--- src/hdl/weight_buf_params.svh ---
// Sizing macros for the weight buffer SRAM, loader and fetcher
`ifndef WEIGHT_BUF_PARAMS_SVH
`define WEIGHT_BUF_PARAMS_SVH

// Word address and data
`define WB_ADDR_W 11
`define WB_DATA_W 128

// Write lanes
`define WB_LANES 8
`define WB_LANE_W 16

// Usable words in the macro, below the full 2^11 address space
`define WB_DEPTH 2016

// Longest fetch burst
`define WB_MAX_BURST 16

`endif

--- src/hdl/wb_mem_pkg.sv ---
// Memory-side types shared by the SRAM ports and their drivers
`include "weight_buf_params.svh"

package wb_mem_pkg;

  // Word address into the weight SRAM
  typedef logic [`WB_ADDR_W-1:0] wb_addr_t;

  // One weight word, eight 16-bit lanes
  typedef logic [`WB_DATA_W-1:0] wb_word_t;

  // Lane mask, active high at the loader and active low at the macro
  typedef logic [`WB_LANES-1:0] wb_lane_t;

endpackage

--- src/hdl/wb_ctrl_pkg.sv ---
// Control-side enums for the weight loader and weight fetcher

package wb_ctrl_pkg;

  // Loader FSM
  typedef enum logic {
    LD_IDLE,
    LD_WRITE
  } load_state_e;

  // Fetcher FSM
  typedef enum logic {
    FT_IDLE,
    FT_READ
  } fetch_state_e;

  // Fetch command opcodes
  typedef enum logic {
    OP_SINGLE,
    OP_BURST
  } fetch_op_e;

endpackage

--- src/hdl/weight_loader.sv ---
// Sequential write engine from the DMA weight stream into SRAM port B
`timescale 1ns/1ps
`include "weight_buf_params.svh"

module weight_loader (
  input  logic                 CK,
  input  logic                 reset,
  input  logic                 ld_valid,
  input  logic                 ld_first,
  output logic                 ld_ready,
  input  wb_mem_pkg::wb_addr_t ld_addr,
  input  wb_mem_pkg::wb_word_t ld_data,
  input  wb_mem_pkg::wb_lane_t ld_lanes,
  output logic                 ld_overflow,
  output wb_mem_pkg::wb_addr_t B,
  output wb_mem_pkg::wb_word_t DIB,
  output wb_mem_pkg::wb_lane_t WEBN
);
  import wb_mem_pkg::*;
  import wb_ctrl_pkg::*;

  load_state_e state;
  wb_addr_t    wr_ptr;
  wb_addr_t    beat_addr;
  logic        beat;
  logic        take;
  logic        in_range;

  // Never stalls
  assign ld_ready = 1'b1;

  assign beat      = ld_valid && ld_ready;
  assign beat_addr = ld_first ? ld_addr : wr_ptr;
  assign in_range  = beat_addr < `WB_DEPTH;
  // Stray beats before a first beat have no address
  assign take      = beat && (ld_first || (state == LD_WRITE));

  always_ff @(posedge CK) begin
    if (reset) begin
      state       <= LD_IDLE;
      wr_ptr      <= '0;
      WEBN        <= '1;
      ld_overflow <= 1'b0;
    end else begin
      WEBN <= '1;
      if (take) begin
        if (ld_first) begin
          ld_overflow <= 1'b0;
        end
        if (in_range) begin
          state  <= LD_WRITE;
          wr_ptr <= beat_addr + wb_addr_t'(1);
          WEBN   <= ~ld_lanes;
        end else begin
          // Rest of the burst is dropped
          state       <= LD_IDLE;
          ld_overflow <= 1'b1;
        end
      end
    end
  end

  // Write address and data for the macro
  always_ff @(posedge CK) begin
    if (take) begin
      B   <= beat_addr;
      DIB <= ld_data;
    end
  end

  a_wr_in_range: assert property (@(posedge CK) disable iff (reset)
    (WEBN != '1) |-> (B < `WB_DEPTH));

endmodule

--- config.mk ---
export PLATFORM = sky130hd
export DESIGN_NAME = weight_loader
export DESIGN_NICKNAME = d
export VERILOG_FILES = /design/src/hdl/wb_mem_pkg.sv /design/src/hdl/wb_ctrl_pkg.sv /design/src/hdl/weight_loader.sv
export VERILOG_INCLUDE_DIRS = /design/src /design/src/hdl
export SDC_FILE = /design/constraint.sdc
export NUM_CORES = 1
export LEC_CHECK = 0
export ABC_CLOCK_PERIOD_IN_PS = 6000
export BUFFER_PORTS_ARGS = -buffer_cell sky130_fd_sc_hd__buf_2
export CORE_AREA = 3 3 116 118
export CTS_BUF_LIST = sky130_fd_sc_hd__clkbuf_8
export DETAILED_ROUTE_END_ITERATION = 12
export DIE_AREA = 0 0 119 121
export PLACE_DENSITY = 0.77
export SLEW_MARGIN = 10
export SYNTH_ARGS = -nofsm -noshare
export SYNTH_HDL_FRONTEND = slang
export SYNTH_SLANG_ARGS = --single-unit
--- constraint.sdc ---
create_clock -name CK -period 6 [get_ports CK]
set_input_delay 0.6 -clock CK [delete_from_list [all_inputs] [get_ports CK]]
set_output_delay 0.6 -clock CK [all_outputs]
set_load 0.02 [all_outputs]
==> summary.txt <==
Synthesis
  • Area of the mapped netlist: 0.00532 mm2
  • Biggest area consumer among synthesized cells: edfxtp_1
  • Syn nets: 418
  • Unique cell type count in the Yosys netlist: 35
  • Post-Synthesis Cells: 266
  • Synthesis Warnings: 0
  • Sequential fraction of the synthesis area: 86.4%
  • Post-synth top area share: 78.5%
  • Synth area leaders: edfxtp_1 78%, dfxtp_1 7.9%, nand2_1 1.3%
  • Syn avg cell area: 20.0 um2
  • Synthesized flop and latch total: 160

Worst setup path
  • Critical path launch point type: input pin
  • CP arrival: 2950 ps
  • CP Cell Sequence: buf_2 > o21ai_1 > inv_6 > buf_4
  • Crit end category: flip-flop
  • Buf/Inv on CP: 3
  • Critical path class: input pin to flip-flop
  • Max stage delay cell, worst path: buf_4
  • CP max stage delay: 780 ps
  • Worst EP required: 6050 ps
  • CP delay by family, top: buffers and inverters
  • Critical-path maximum fanout: 73

Power and ir drop
  • Leak Pwr: 3.10 nW
  • Sequential share of power: 56.4%
  • P_sw: 0.000558 W
  • Comb pwr share: 9.9%
  • Pwr dens: 310 mW/mm2
  • Switching Fraction: 24.3%
  • Clock share of power: 33.7%
  • Cell Int Power: 0.00173 W
  • Max VDD drop: 0.130 mV

Placed design
  • GP Congestion: 0.905
  • IO Port Bufs: 298
  • Area after DPL: 0.00698 mm2
  • Post-detail-place hpwl: 10600 um

CTS
  • Clk root buf: clkbuf_8
  • Post-CTS Setup Inserts: 0
  • Reg clk slew, reported paths: 80 ps
  • # hold bufs at CTS: 0
  • CTS tree: yes
  • Post-CTS Resized: 0
  • Clock H-tree levels: 4
  • Worst-Skew Late Latency: 430 ps
  • Clock Sinks: 160
  • Cts bufs inserted: 17
  • Clk buf depth: 2

Final layout
  • Area occupied by multi-input gates: 641 um2
  • FF+latch area: 0.00459 mm2
  • Fin util: 58.7%
  • Final instance area: 0.00738 mm2
  • Synth-to-Final Area Change: 38.8%
  • Nets: 730
  • Share of layout cells above drive strength 1: 58.5%
  • Filler cell count: 1015

Timing
  • Worst-margin pin slew: 1050 ps
  • Hold_ws: 330 ps
  • Max-slew headroom: 29.8%
  • Fmax: 345 MHz
  • Unrepaired setup endpoints after global routing: no
  • Fin Clk Skew: 9.25 ps
  • Setup tns final: 0 ps
  • Final setup vio count: 0
  • Final Max Tran Viols: 0
  • Final Hold Fails: 0
  • Final worst path period need: 2900 ps
  • Final period util: 48.3%

Detailed routing
  • DR iter-0 viols: 251
  • Wire per inst: 17.8 um
  • DRT Pass-1 Iters: 4
  • Routed vias/inst: 4.57
  • Vias post-DR: 3493
  • Post-Route WL: 13600 um
  • Antenna-violating nets left: 0
  • DR DRC count: 0

Outcome
  • Status: finished, final reports clean

Global route
  • Largest net degree at the start of global routing: 74
  • Initial antenna violation count: 1
  • GRT Util Overall: 18.1%
  • Vias in the first global route: 3504
  • Global-route wire length before repair: 19400 um
  • Grt ovf: 0

Floorplanning
  • Die Area: 0.0144 mm2
  • Chip Height: 121 um
  • Std-Cell Rows: 41
  • Core area: 0.0126 mm2
  • Die Wd: 119 um
  • # IOs: 300
  • Initial Utilization: 42.3%

Run
  • Max cap viols: 0

Hold path
  • Hold crit path type: input pin to flip-flop
per-stage QoR:
step | total power (W) | worst slack [ps] | std cells
global route | 0.00239 | 2940 | 764
global placement | 0.00154 | 2830 | 731
finish | 0.00229 | 3100 | 764
detailed placement | 0.00155 | 2720 | 731
floorplan | 0.00144 | 1710 | 266
CTS | 0.00231 | 3190 | 763
flip-flops by register name (all words and copies together) (netlist names):
signal and count:
DIB 128, B 11, wr_ptr 11, WEBN 8, ld_overflow 1, state 1
power groups by stage:
stage / combinational (W) / sequential [W] / clock, W
after global routing: 0.000245 / 0.00130 / 0.000847
after floorplan: 0.0000504 / 0.00139 / 0
final: 0.000228 / 0.00129 / 0.000772
after CTS: 0.000231 / 0.00129 / 0.000789
after detailed placement: 0.000230 / 0.00132 / 0
after global placement: 0.000224 / 0.00132 / 0
worst register-to-register path: stages, from the launching register on:
cell and delay [ps]:
dfxtp_1 320, o21ai_1 810, inv_6 460, buf_4 620
worst paths after layout:
kind	cells past startpoint	to	slack, ps	start
worst min register to register	2	wr_ptr[6]$_SDFFE_PP0P_	510	wr_ptr[6]$_SDFFE_PP0P_
worst min-delay path	2	WEBN[1]$_SDFF_PP1_	330	ld_lanes[1]
worst max register to register	3	DIB[111]$_DFFE_PP_	3420	state$_SDFFE_PP0P_
worst max-delay path	4	DIB[111]$_DFFE_PP_	3100	ld_first
area by class of cell:
cell class              instances  area share [%]
diodes                          1          0.0339
flip-flops and latches        160            62.2
repair buffers                300            20.4
multi-input cells              93            8.68
inverters                       6           0.373
well taps                     172            2.91
clock inverters                15            2.20
clock buffers                  17            3.17
layer usage:
layer  wire [um]  vias to the layer above  part of all wire, %  GRT usage, %
met5           0                        -                    0             0
met4         262                        0                  1.9          6.52
met3         887                       21                  6.5          5.92
met2        7690                      155                   57          33.7
met1        4730                     1674                   35          19.1
li1            -                     1643                    -             -
Yosys cell counts:
cell type / number
nand2b_1: 4
a211oi_2: 1
buf_2: 2
buf_12: 1
a222oi_1: 1
nand3_1: 6
buf_6: 1
xor2_1: 4
conb_1: 1
edfxtp_1: 139
mux2_1: 1
dfxtp_1: 21
inv_1: 6
xnor2_1: 4
buf_4: 2
nor4b_2: 1
a22oi_2: 1
nor3_2: 2
nand3b_1: 4
nand4_1: 2
o21ai_1: 7
nand4b_1: 2
o22ai_2: 1
mux2i_1: 4
nor2_1: 5
nand4_4: 1
mux2_2: 6
a22oi_1: 1
o22ai_1: 3
a21oi_1: 8
clkbuf_1: 1
ha_1: 1
nand2_1: 19
or3_1: 2
nand4_2: 1
cells in the final DEF (no fill, tap or decap), types with 4 or more instances in the layout:
cell type	count
xnor2_1	4
nand3_1	6
nor2_1	5
xor2_1	4
edfxtp_1	139
clkbuf_8	17
inv_1	6
buf_2	298
a21oi_1	8
dfxtp_1	21
nand3b_1	4
mux2_2	6
nand2b_1	4
nand2_1	19
o21ai_1	7
mux2i_1	4
logic make-up (layout without fill, tap and decap cells):
| group | Yosys count | after routing | share of synthesized area [%] |
|---|---|---|---|
| AOI/OAI and AO/OA | 23 | 23 | 2.80 |
| xor gates and xnor gates | 8 | 8 | 1.32 |
| adders and majority gates | 1 | 1 | 0.235 |
| buffers and inverters | 13 | 338 | 1.55 |
| DFF | 160 | 160 | 86.4 |
| muxes | 11 | 11 | 2.24 |
| other | 1 | 2 | 0.0705 |
| and+or+nand+nor | 49 | 49 | 5.39 |
Note: power is estimated with default switching activity, not from simulation.
