<file path="config.mk">
export PLATFORM = sky130hd
export DESIGN_NAME = weight_fetcher
export DESIGN_NICKNAME = d
export VERILOG_FILES = /design/src/hdl/wb_mem_pkg.sv /design/src/hdl/wb_ctrl_pkg.sv /design/src/hdl/weight_fetcher.sv
export VERILOG_INCLUDE_DIRS = /design/src /design/src/hdl
export SDC_FILE = /design/constraint.sdc
export NUM_CORES = 1
export LEC_CHECK = 0
export BUFFER_PORTS_ARGS = -buffer_cell sky130_fd_sc_hd__buf_2
export CAP_MARGIN = 10
export CORE_UTILIZATION = 53
export CTS_CLUSTER_SIZE = 8
export DETAILED_ROUTE_END_ITERATION = 8
export PLACE_DENSITY_LB_ADDON = 0.25
export REMOVE_ABC_BUFFERS = 1
export SLEW_MARGIN = 25
export SYNTH_ARGS = -nofsm -noshare
export SYNTH_HDL_FRONTEND = slang
export SYNTH_SLANG_ARGS = --single-unit
</file>
<file path="constraint.sdc">
create_clock -name CK -period 12.1 [get_ports CK]
set_clock_uncertainty 0.15 [all_clocks]
set_input_delay 1.815 -clock CK [delete_from_list [all_inputs] [get_ports CK]]
set_output_delay 1.815 -clock CK [all_outputs]
set_load 0.05 [all_outputs]
</file>
<file path="src/hdl/weight_buf_params.svh">
// Sizing macros for the weight buffer SRAM, loader and fetcher
`ifndef WEIGHT_BUF_PARAMS_SVH
`define WEIGHT_BUF_PARAMS_SVH

// Word address and data
`define WB_ADDR_W 11
`define WB_DATA_W 128

// Write lanes
`define WB_LANES 8
`define WB_LANE_W 16

// Usable words in the macro, below the full 2^11 address space
`define WB_DEPTH 2016

// Longest fetch burst
`define WB_MAX_BURST 16

`endif

</file>
<file path="src/hdl/wb_mem_pkg.sv">
// Memory-side types shared by the SRAM ports and their drivers
`include "weight_buf_params.svh"

package wb_mem_pkg;

  // Word address into the weight SRAM
  typedef logic [`WB_ADDR_W-1:0] wb_addr_t;

  // One weight word, eight 16-bit lanes
  typedef logic [`WB_DATA_W-1:0] wb_word_t;

  // Lane mask, active high at the loader and active low at the macro
  typedef logic [`WB_LANES-1:0] wb_lane_t;

endpackage

</file>
<file path="src/hdl/wb_ctrl_pkg.sv">
// Control-side enums for the weight loader and weight fetcher

package wb_ctrl_pkg;

  // Loader FSM
  typedef enum logic {
    LD_IDLE,
    LD_WRITE
  } load_state_e;

  // Fetcher FSM
  typedef enum logic {
    FT_IDLE,
    FT_READ
  } fetch_state_e;

  // Fetch command opcodes
  typedef enum logic {
    OP_SINGLE,
    OP_BURST
  } fetch_op_e;

endpackage

</file>
<file path="src/hdl/weight_fetcher.sv">
// Command-driven read engine on SRAM port A with a two-entry skid buffer
`timescale 1ns/1ps
`include "weight_buf_params.svh"

module weight_fetcher (
  input  logic                  CK,
  input  logic                  reset,
  input  logic                  cmd_valid,
  output logic                  cmd_ready,
  input  wb_ctrl_pkg::fetch_op_e cmd_op,
  input  wb_mem_pkg::wb_addr_t  cmd_addr,
  input  logic [4:0]            cmd_len,
  output wb_mem_pkg::wb_addr_t  A,
  output logic                  OEA,
  input  wb_mem_pkg::wb_word_t  DOA,
  output logic                  w_valid,
  input  logic                  w_ready,
  output wb_mem_pkg::wb_word_t  w_data
);
  import wb_mem_pkg::*;
  import wb_ctrl_pkg::*;

  fetch_state_e state;
  wb_addr_t     rd_addr;
  logic [4:0]   rd_left;
  logic [4:0]   out_left;
  logic         rd_pend;
  logic [1:0]   skid_cnt;
  wb_word_t     skid0;
  wb_word_t     skid1;
  logic         cmd_take;
  logic         pop;
  logic         issue;
  logic [1:0]   slots_used;

  assign cmd_ready = (state == FT_IDLE);
  assign cmd_take  = cmd_valid && cmd_ready;

  assign w_valid = (skid_cnt != 2'd0);
  assign w_data  = skid0;
  assign pop     = w_valid && w_ready;

  // ======================================================================
  // Read issue
  // ======================================================================
  // Read in flight plus buffered words, less the one leaving this cycle
  assign slots_used = skid_cnt + {1'b0, rd_pend} - {1'b0, pop};
  assign issue      = (state == FT_READ) && (rd_left != 5'd0) && (slots_used < 2'd2);

  assign A   = rd_addr;
  assign OEA = issue;

  always_ff @(posedge CK) begin
    if (reset) begin
      state    <= FT_IDLE;
      rd_left  <= '0;
      out_left <= '0;
      rd_pend  <= 1'b0;
      skid_cnt <= '0;
    end else begin
      rd_pend  <= issue;
      skid_cnt <= skid_cnt + {1'b0, rd_pend} - {1'b0, pop};
      if (cmd_take) begin
        state    <= FT_READ;
        rd_left  <= (cmd_op == OP_SINGLE) ? 5'd1 : cmd_len;
        out_left <= (cmd_op == OP_SINGLE) ? 5'd1 : cmd_len;
      end else begin
        if (issue) begin
          rd_left <= rd_left - 5'd1;
        end
        if (pop) begin
          out_left <= out_left - 5'd1;
          if (out_left == 5'd1) begin
            state <= FT_IDLE;
          end
        end
      end
    end
  end

  always_ff @(posedge CK) begin
    if (cmd_take) begin
      rd_addr <= cmd_addr;
    end else if (issue) begin
      rd_addr <= rd_addr + wb_addr_t'(1);
    end
  end

  // ======================================================================
  // Skid buffer, head in skid0
  // ======================================================================
  always_ff @(posedge CK) begin
    if (pop) begin
      skid0 <= (rd_pend && (skid_cnt == 2'd1)) ? DOA : skid1;
      if (rd_pend && (skid_cnt == 2'd2)) begin
        skid1 <= DOA;
      end
    end else if (rd_pend) begin
      if (skid_cnt == 2'd0) begin
        skid0 <= DOA;
      end else begin
        skid1 <= DOA;
      end
    end
  end

  a_hold_stalled: assert property (@(posedge CK) disable iff (reset)
    (w_valid && !w_ready) |=> (w_valid && $stable(w_data)));

  a_burst_len: assert property (@(posedge CK) disable iff (reset)
    (cmd_take && (cmd_op == OP_BURST)) |-> ((cmd_len != 5'd0) && (cmd_len <= `WB_MAX_BURST)));

endmodule

</file>
==> results of run 1 <==
-- path summary, 6_finish.rpt --
kind                    from  slack [ns]          end  depth (start not counted)
setup / recovery     w_ready        6.73          OEA                          9
hold / removal    rd_left[1]        0.37   rd_left[1]                          2
setup reg to reg     rd_pend        9.09  w_data[121]                          4
hold reg to reg   rd_left[1]        0.37   rd_left[1]                          2
-- power groups by stage --
stage,combinational [W],sequential [W],clock [W]
floorplan,0.000216,0.00149,0
global placement,0.000543,0.00123,0
detailed placement,0.000554,0.00123,0
CTS,0.000556,0.00122,0.00102
global route,0.000578,0.00122,0.00106
finish,0.000552,0.00122,0.000997
-- cell families after synthesis --
| family | after synthesis |
|---|---|
| fa+ha+maj | 5 |
| flops | 281 |
| compound gates | 35 |
| xor+xnor | 15 |
| simple gates | 68 |
| mux | 130 |
| buf+inv | 26 |
-- sequential cells by signal, indices dropped and copies added, names as in the netlist --
name / flops
state: 1
w_data: 128
skid1: 128
skid_cnt: 2
A: 11
rd_pend: 1
rd_left: 5
out_left: 5
-- layer usage --
layer	up-vias	wire length, um	track usage [%]	part of all wire [%]
met2	248	11300	35.6	51
met3	42	1610	4.84	7.2
met5	-	0	0	0
met4	0	480	6.75	2.2
met1	2968	8880	24.9	40
li1	2791	-	-	-
-- layout make-up --
| cell class | instances | share of cell area (%) |
|---|---|---|
| tap | 270 | 2.43 |
| multi-input combinational | 253 | 18.8 |
| timing repair buffer | 296 | 10.8 |
| clock buffer | 48 | 7.89 |
| sequential | 281 | 59.8 |
| inverter | 7 | 0.189 |
| antenna | 1 | 0.0180 |
| clock inverter | 2 | 0.126 |
-- worst reg2reg max path, stage by stage, from the launching register on --
cell	delay, ns
dfxtp_1	0.37
and2b_1	0.23
o21ai_4	0.65
buf_4	0.89
mux2_2	0.47
-- synth_stat cells (all sizes together), types with 2 or more instances --
library cell,instances
xor2,8
nand2,28
o21bai,2
buf,15
xnor2,7
and3,2
dfxtp,14
clkbuf,4
nor3,6
o21ai,16
inv,7
a21o,3
nand3,11
mux2,128
ha,5
nor4,2
nor2,9
nor2b,3
mux2i,2
and2b,2
edfxtp,267
a211oi,3
a21oi,11
-- metrics by stage --
stage | total power [W] | area [um2] | std cells | hold WS [ns]
after global placement | 0.00177 | 12800 | 1107 | 0.344
after floorplan | 0.00171 | 10900 | 541 | 0.326
after global routing | 0.00286 | 13900 | 1157 | 0.407
after detailed placement | 0.00179 | 12800 | 1107 | 0.369
final | 0.00277 | 13900 | 1158 | 0.373
after CTS | 0.00279 | 13900 | 1157 | 0.379
==> impl_metrics.env, run 1 <==
export IMPL_run_status="complete, no violations"
export IMPL_setup_ws_ns=6.73
export IMPL_portBuffers=290
export IMPL_cts_resized=0
export IMPL_syn_avg_cell_area_um2=20.0
export IMPL_path_max_fanout=7
export IMPL_grt_overflow=0
export IMPL_synth_edff_count=267
export IMPL_yosys_area_share_simple_pct=3.07
export IMPL_ys_warnings_count=0
export IMPL_tightestPinTransition_ns=0.988
export IMPL_ioPinCount=291
export IMPL_vias=6049
export IMPL_p_int_w=0.00198
export IMPL_synth_compound_area_share_pct=1.85
export IMPL_wire_per_inst_um=19.3
export IMPL_crit_chain="buf_2 > o21ai_2 > xnor2_1 > ha_1 > nor2b_1 > a21oi_1 > nand2_1 > nor2_1 > buf_2"
export IMPL_syn2layout_area_growth_pct=24.2
export IMPL_cts_tree="yes"
export IMPL_cts_buffers=41
export IMPL_final_seq_area_um2=8300
export IMPL_maxCapViolCount=0
export IMPL_firstDrtPassIters=4
export IMPL_post_cts_buffers=0
export IMPL_dieWidth_um=147
export IMPL_gp_congestion=0.848
export IMPL_place_hpwl_um=14600
export IMPL_synthMuxAreaShare_pct=16.4
export IMPL_critPathLaunchType="input pin"
export IMPL_ant_nets=0
export IMPL_cp_end_kind="output pin"
export IMPL_slew_headroom_pct=34.1
export IMPL_synth_xor_area_share_pct=1.18
export IMPL_drv_slew=0
export IMPL_placementRows=52
export IMPL_synth_ff_type="edfxtp_1"
export IMPL_synth_area_leaders="edfxtp_1, mux2_4, mux2_2, dfxtp_1, buf_12"
export IMPL_clk_pin_slew_worst_paths_ns=0.05
export IMPL_ys_types=34
export IMPL_cts_sinks=281
export IMPL_grt_setup_unrepaired="false"
export IMPL_dieArea_um2=21700
export IMPL_layout_nets=1034
export IMPL_wl_um=22300
export IMPL_ir_worst_vdd_mv=0.145
export IMPL_ys_ff_latch=281
export IMPL_critPathRequiredTime_ns=10.14
export IMPL_worstPathArrival_ns=3.40
export IMPL_max_stage_delay_ns=0.27
export IMPL_path_common_cell="buf_2"
export IMPL_critical_path_slowest_cell="ha_1"
export IMPL_grt_pass1_wl_um=34200
export IMPL_coreArea_um2=20400
export IMPL_critical_path_buf_inv_count=2
export IMPL_ctsHoldBuffers=0
export IMPL_clock_path_buffers=3
export IMPL_setup_viol=0
export IMPL_htreeDepth=2
export IMPL_post_route_period_util_pct=44.3
export IMPL_initial_core_util_pct=54.7
export IMPL_p_seq_share_pct=44.0
export IMPL_synthCells=560
export IMPL_p_leak_nw=5.66
export IMPL_drc=0
export IMPL_post_synth_top_area_fraction_pct=71.7
export IMPL_netlist_area_um2=11200
export IMPL_power_density_nw_per_um2=199
export IMPL_comb_power_share_pct=20.0
export IMPL_critical_path_class="in2out"
export IMPL_final_common_cell="buf_2"
export IMPL_synth_top_family_by_area="multiplexers"
export IMPL_die_height_um=147
export IMPL_p_sw_share_pct=28.5
export IMPL_hold_viol=0
export IMPL_fin_util_pct=68.0
export IMPL_drt_initial_drc_count=294
export IMPL_grt_max_degree=73
export IMPL_layout_common_cells="buf_2, edfxtp_1, mux2_4, clkbuf_16"
export IMPL_clkPwrFrac_pct=36.0
export IMPL_ys_seq_area_share_pct=74.2
export IMPL_multiInputGateArea_um2=2610
export IMPL_cts_root_buffer="clkbuf_16"
export IMPL_max_freq_ghz=0.186
export IMPL_clk_latency_ns=0.50
export IMPL_num_fill_cells=1384
export IMPL_vias_per_cell=5.22
export IMPL_drive_gt1_share_pct=53.9
export IMPL_grt_pass1_vias=6386
export IMPL_synthAdderAreaFrac_pct=0.560
export IMPL_hp_class="reg2reg"
export IMPL_track_usage_pct=20.4
export IMPL_setup_tns_ns=0
export IMPL_place_ws_ns=6.77
export IMPL_synthArstFlopShare_pct=0
export IMPL_antenna_found_initial=0
export IMPL_cp_top_family="buffers and inverters"
export IMPL_switchingPower_w=0.000788
export IMPL_fin_crit_ns=5.37
export IMPL_yosysTopAreaCell="edfxtp_1"
Power figures use the tool's default switching activity.
==> run 2: changes to the inputs <==
--- a/config.mk
+++ b/config.mk
@@ -6,9 +6,10 @@
 export SDC_FILE = /design/constraint.sdc
 export NUM_CORES = 1
 export LEC_CHECK = 0
+export ABC_AREA = 1
 export BUFFER_PORTS_ARGS = -buffer_cell sky130_fd_sc_hd__buf_2
 export CAP_MARGIN = 10
-export CORE_UTILIZATION = 53
+export CORE_UTILIZATION = 48
 export CTS_CLUSTER_SIZE = 8
 export DETAILED_ROUTE_END_ITERATION = 8
 export PLACE_DENSITY_LB_ADDON = 0.25
==> constraint.sdc (replaced) <==
create_clock -name CK -period 4.79 [get_ports CK]
set_clock_uncertainty 0.15 [all_clocks]
set_input_delay 0.7185 -clock CK [delete_from_list [all_inputs] [get_ports CK]]
set_output_delay 0.7185 -clock CK [all_outputs]
set_load 0.05 [all_outputs]
==> run 2 against run 1 <==
Against the previous run: clock power rose by 150%; wire length down 0.52%; sequential share of layout area up 0.55 points; design area fell by 0.92%; synthesized cell count up 57%; critical path depth grew 3; total power increased by 140%; largest cell class unchanged; largest power group unchanged; highest routed layer is now met5.
==> impl_metrics.env, run 2 <==
export IMPL_cts_resized=0
export IMPL_cts_sinks=281
export IMPL_grt_setup_unrepaired="false"
export IMPL_ys_ff_latch=281
export IMPL_cts_tree="yes"
export IMPL_ys_warnings_count=0
export IMPL_max_freq_ghz=0.319
export IMPL_maxCapViolCount=0
export IMPL_antenna_found_initial=2
export IMPL_cp_top_family="simple AND/OR/NAND/NOR gates"
export IMPL_synthCells=878
export IMPL_htreeDepth=2
export IMPL_placementRows=55
export IMPL_netlist_area_um2=11100
export IMPL_yosysMostFrequentCell="edfxtp_1"
export IMPL_post_cts_buffers=0
export IMPL_path_common_cell="nand2_1"
export IMPL_synth_common_cells="edfxtp_1, nand2_1, inv_1, o21ai_1, nor2_1"
export IMPL_ys_seq_area_share_pct=75.0
export IMPL_tightestPinTransition_ns=0.811
export IMPL_run_status="complete, no violations"
export IMPL_grt_pass1_wl_um=34700
export IMPL_grt_overflow=0
export IMPL_fin_util_pct=60.8
export IMPL_setup_tns_ns=0
export IMPL_ys_types=24
export IMPL_synth_area_leaders="edfxtp_1, nand2_1, o21ai_1, inv_1, dfxtp_1"
export IMPL_min_path_cells=1
export IMPL_wl_um=22200
export IMPL_synth_edff_count=267
export IMPL_vias_per_cell=4.79
export IMPL_drive_gt1_share_pct=28.8
export IMPL_dieArea_um2=23700
export IMPL_num_fill_cells=1798
export IMPL_p_leak_nw=6.09
export IMPL_critical_path_class="reg2out"
export IMPL_final_common_cell="buf_2"
export IMPL_dp_cells=1425
export IMPL_max_stage_delay_ns=0.35
export IMPL_place_ws_ns=1.96
export IMPL_final_seq_area_um2=8300
export IMPL_r2r_cells=7
export IMPL_synth_ff_type="edfxtp_1"
export IMPL_synthArstFlopShare_pct=0
export IMPL_layout_common_cells="buf_2, edfxtp_1, nand2_1, inv_1, o21ai_1"
export IMPL_portBuffers=290
export IMPL_grt_max_degree=147
export IMPL_die_height_um=154
export IMPL_clk_latency_ns=0.49
export IMPL_worstPathArrival_ns=2.27
export IMPL_critPathRequiredTime_ns=3.92
export IMPL_firstDrtPassIters=5
export IMPL_setup_viol=0
export IMPL_cts_root_buffer="clkbuf_16"
export IMPL_setup_ws_ns=1.66
export IMPL_drc=0
export IMPL_syn2layout_area_growth_pct=24.3
export IMPL_clk_pin_slew_worst_paths_ns=0.05
export IMPL_gp_congestion=0.815
export IMPL_yosysTopAreaCell="edfxtp_1"
export IMPL_ctsHoldBuffers=0
export IMPL_power_density_nw_per_um2=487
export IMPL_post_route_period_util_pct=65.4
export IMPL_slew_headroom_pct=45.9
export IMPL_layout_nets=1337
export IMPL_ir_worst_vdd_mv=0.306
export IMPL_fin_crit_ns=3.13
export IMPL_path_depth=12
export IMPL_drt_initial_drc_count=434
export IMPL_multiInputGateArea_um2=1870
export IMPL_ant_nets=0
export IMPL_final_cells=1483
export IMPL_critical_path_buf_inv_count=4
export IMPL_vias=7098
export IMPL_syn_avg_cell_area_um2=12.6
export IMPL_track_usage_pct=18.8
export IMPL_post_synth_top_area_fraction_pct=72.4
export IMPL_wire_per_inst_um=15.0
export IMPL_grt_pass1_vias=6617
export IMPL_path_max_fanout=5
export IMPL_hp_class="in2reg"
export IMPL_critical_path_slowest_cell="dfxtp_1"
export IMPL_clock_path_buffers=3
export IMPL_crit_chain="or2_4 > nand2_4 > inv_2 > nand2_1 > nand2_1 > inv_1 > ha_1 > nand3_1 > nand2_1 > nand2_1 > inv_1 > buf_2"
export IMPL_ioPinCount=291
export IMPL_coreArea_um2=22600
export IMPL_cts_buffers=41
export IMPL_critPathLaunchType="register"
export IMPL_cp_end_kind="output pin"
export IMPL_initial_core_util_pct=48.9
export IMPL_drv_slew=0
export IMPL_place_hpwl_um=14400
export IMPL_dieWidth_um=154
export IMPL_hold_viol=0
-- run 2: cell count changes after synthesis, moves of 9 or more --
cell	before	now
inv_1	7	157
nand2_1	28	188
nor2_1	9	25
o21ai_0	13	22
buf_6	3	23
mux2_2	28	0
mux2_4	100	0
o21ai_1	0	122
buf_12	11	0
-- run 2: worst reg2reg max path, delay by kind of cell (launching register included) --
kind	cells	cell delay (ns)
buf+inv	3	1.14
simple gates	4	0.61
flops	1	0.35
-- run 2: power breakdown --
group          internal (W)  switching (W)
logic              0.000269       0.000923
clock network       0.00154       0.000937
registers           0.00297      0.0000701
total               0.00477        0.00193
-- run 2: per-stage QoR --
step / hold WS [ns] / power (W) / area, um2
floorplan: 0.284 / 0.00403 / 10800
global placement: 0.303 / 0.00426 / 12700
detailed placement: 0.311 / 0.00428 / 12700
CTS: 0.235 / 0.00677 / 13800
global route: 0.238 / 0.00696 / 13800
finish: 0.255 / 0.00670 / 13800
-- run 2: cells by family (layout without fill, tap and decap cells) --
group / count (synthesis) / in the layout / synth area share (%)
XOR/XNOR: 6 / 6 / 0.475
buffers and inverters: 191 / 509 / 8.21
other: 0 / 2 / 0
flip-flops: 281 / 281 / 75.0
adder cells (fa/ha/maj): 5 / 5 / 0.565
AND/OR/NAND/NOR: 234 / 234 / 8.29
AO/OA/AOI/OAI: 161 / 161 / 7.51
-- run 2: routing by layer --
layer / vias up / global-route usage, % / share of wire (%) / wire length [um]
li1: 3564 / - / - / -
met2: 247 / 30.5 / 47 / 10500
met5: - / 0 / 0.059 / 13
met4: 2 / 4.62 / 1.4 / 320
met3: 33 / 4.74 / 6.8 / 1520
met1: 3252 / 25.6 / 44 / 9810
-- run 2: cell type report --
cell class / instances / area share, %
clock inverter: 3 / 0.191
multi-input combinational: 406 / 13.6
sequential: 281 / 60.3
tap: 285 / 2.59
antenna: 2 / 0.0364
timing repair buffer: 295 / 11.1
inverter: 158 / 4.35
clock buffer: 53 / 7.79
-- run 2: path summary, 6_finish.rpt --
check | from | to | slack, ns
max | skid_cnt[1] | OEA | 1.66
min | DOA[110] | skid1[110] | 0.26
max reg2reg | skid_cnt[1] | skid1[49] | 2.21
min reg2reg | out_left[1] | out_left[1] | 0.32
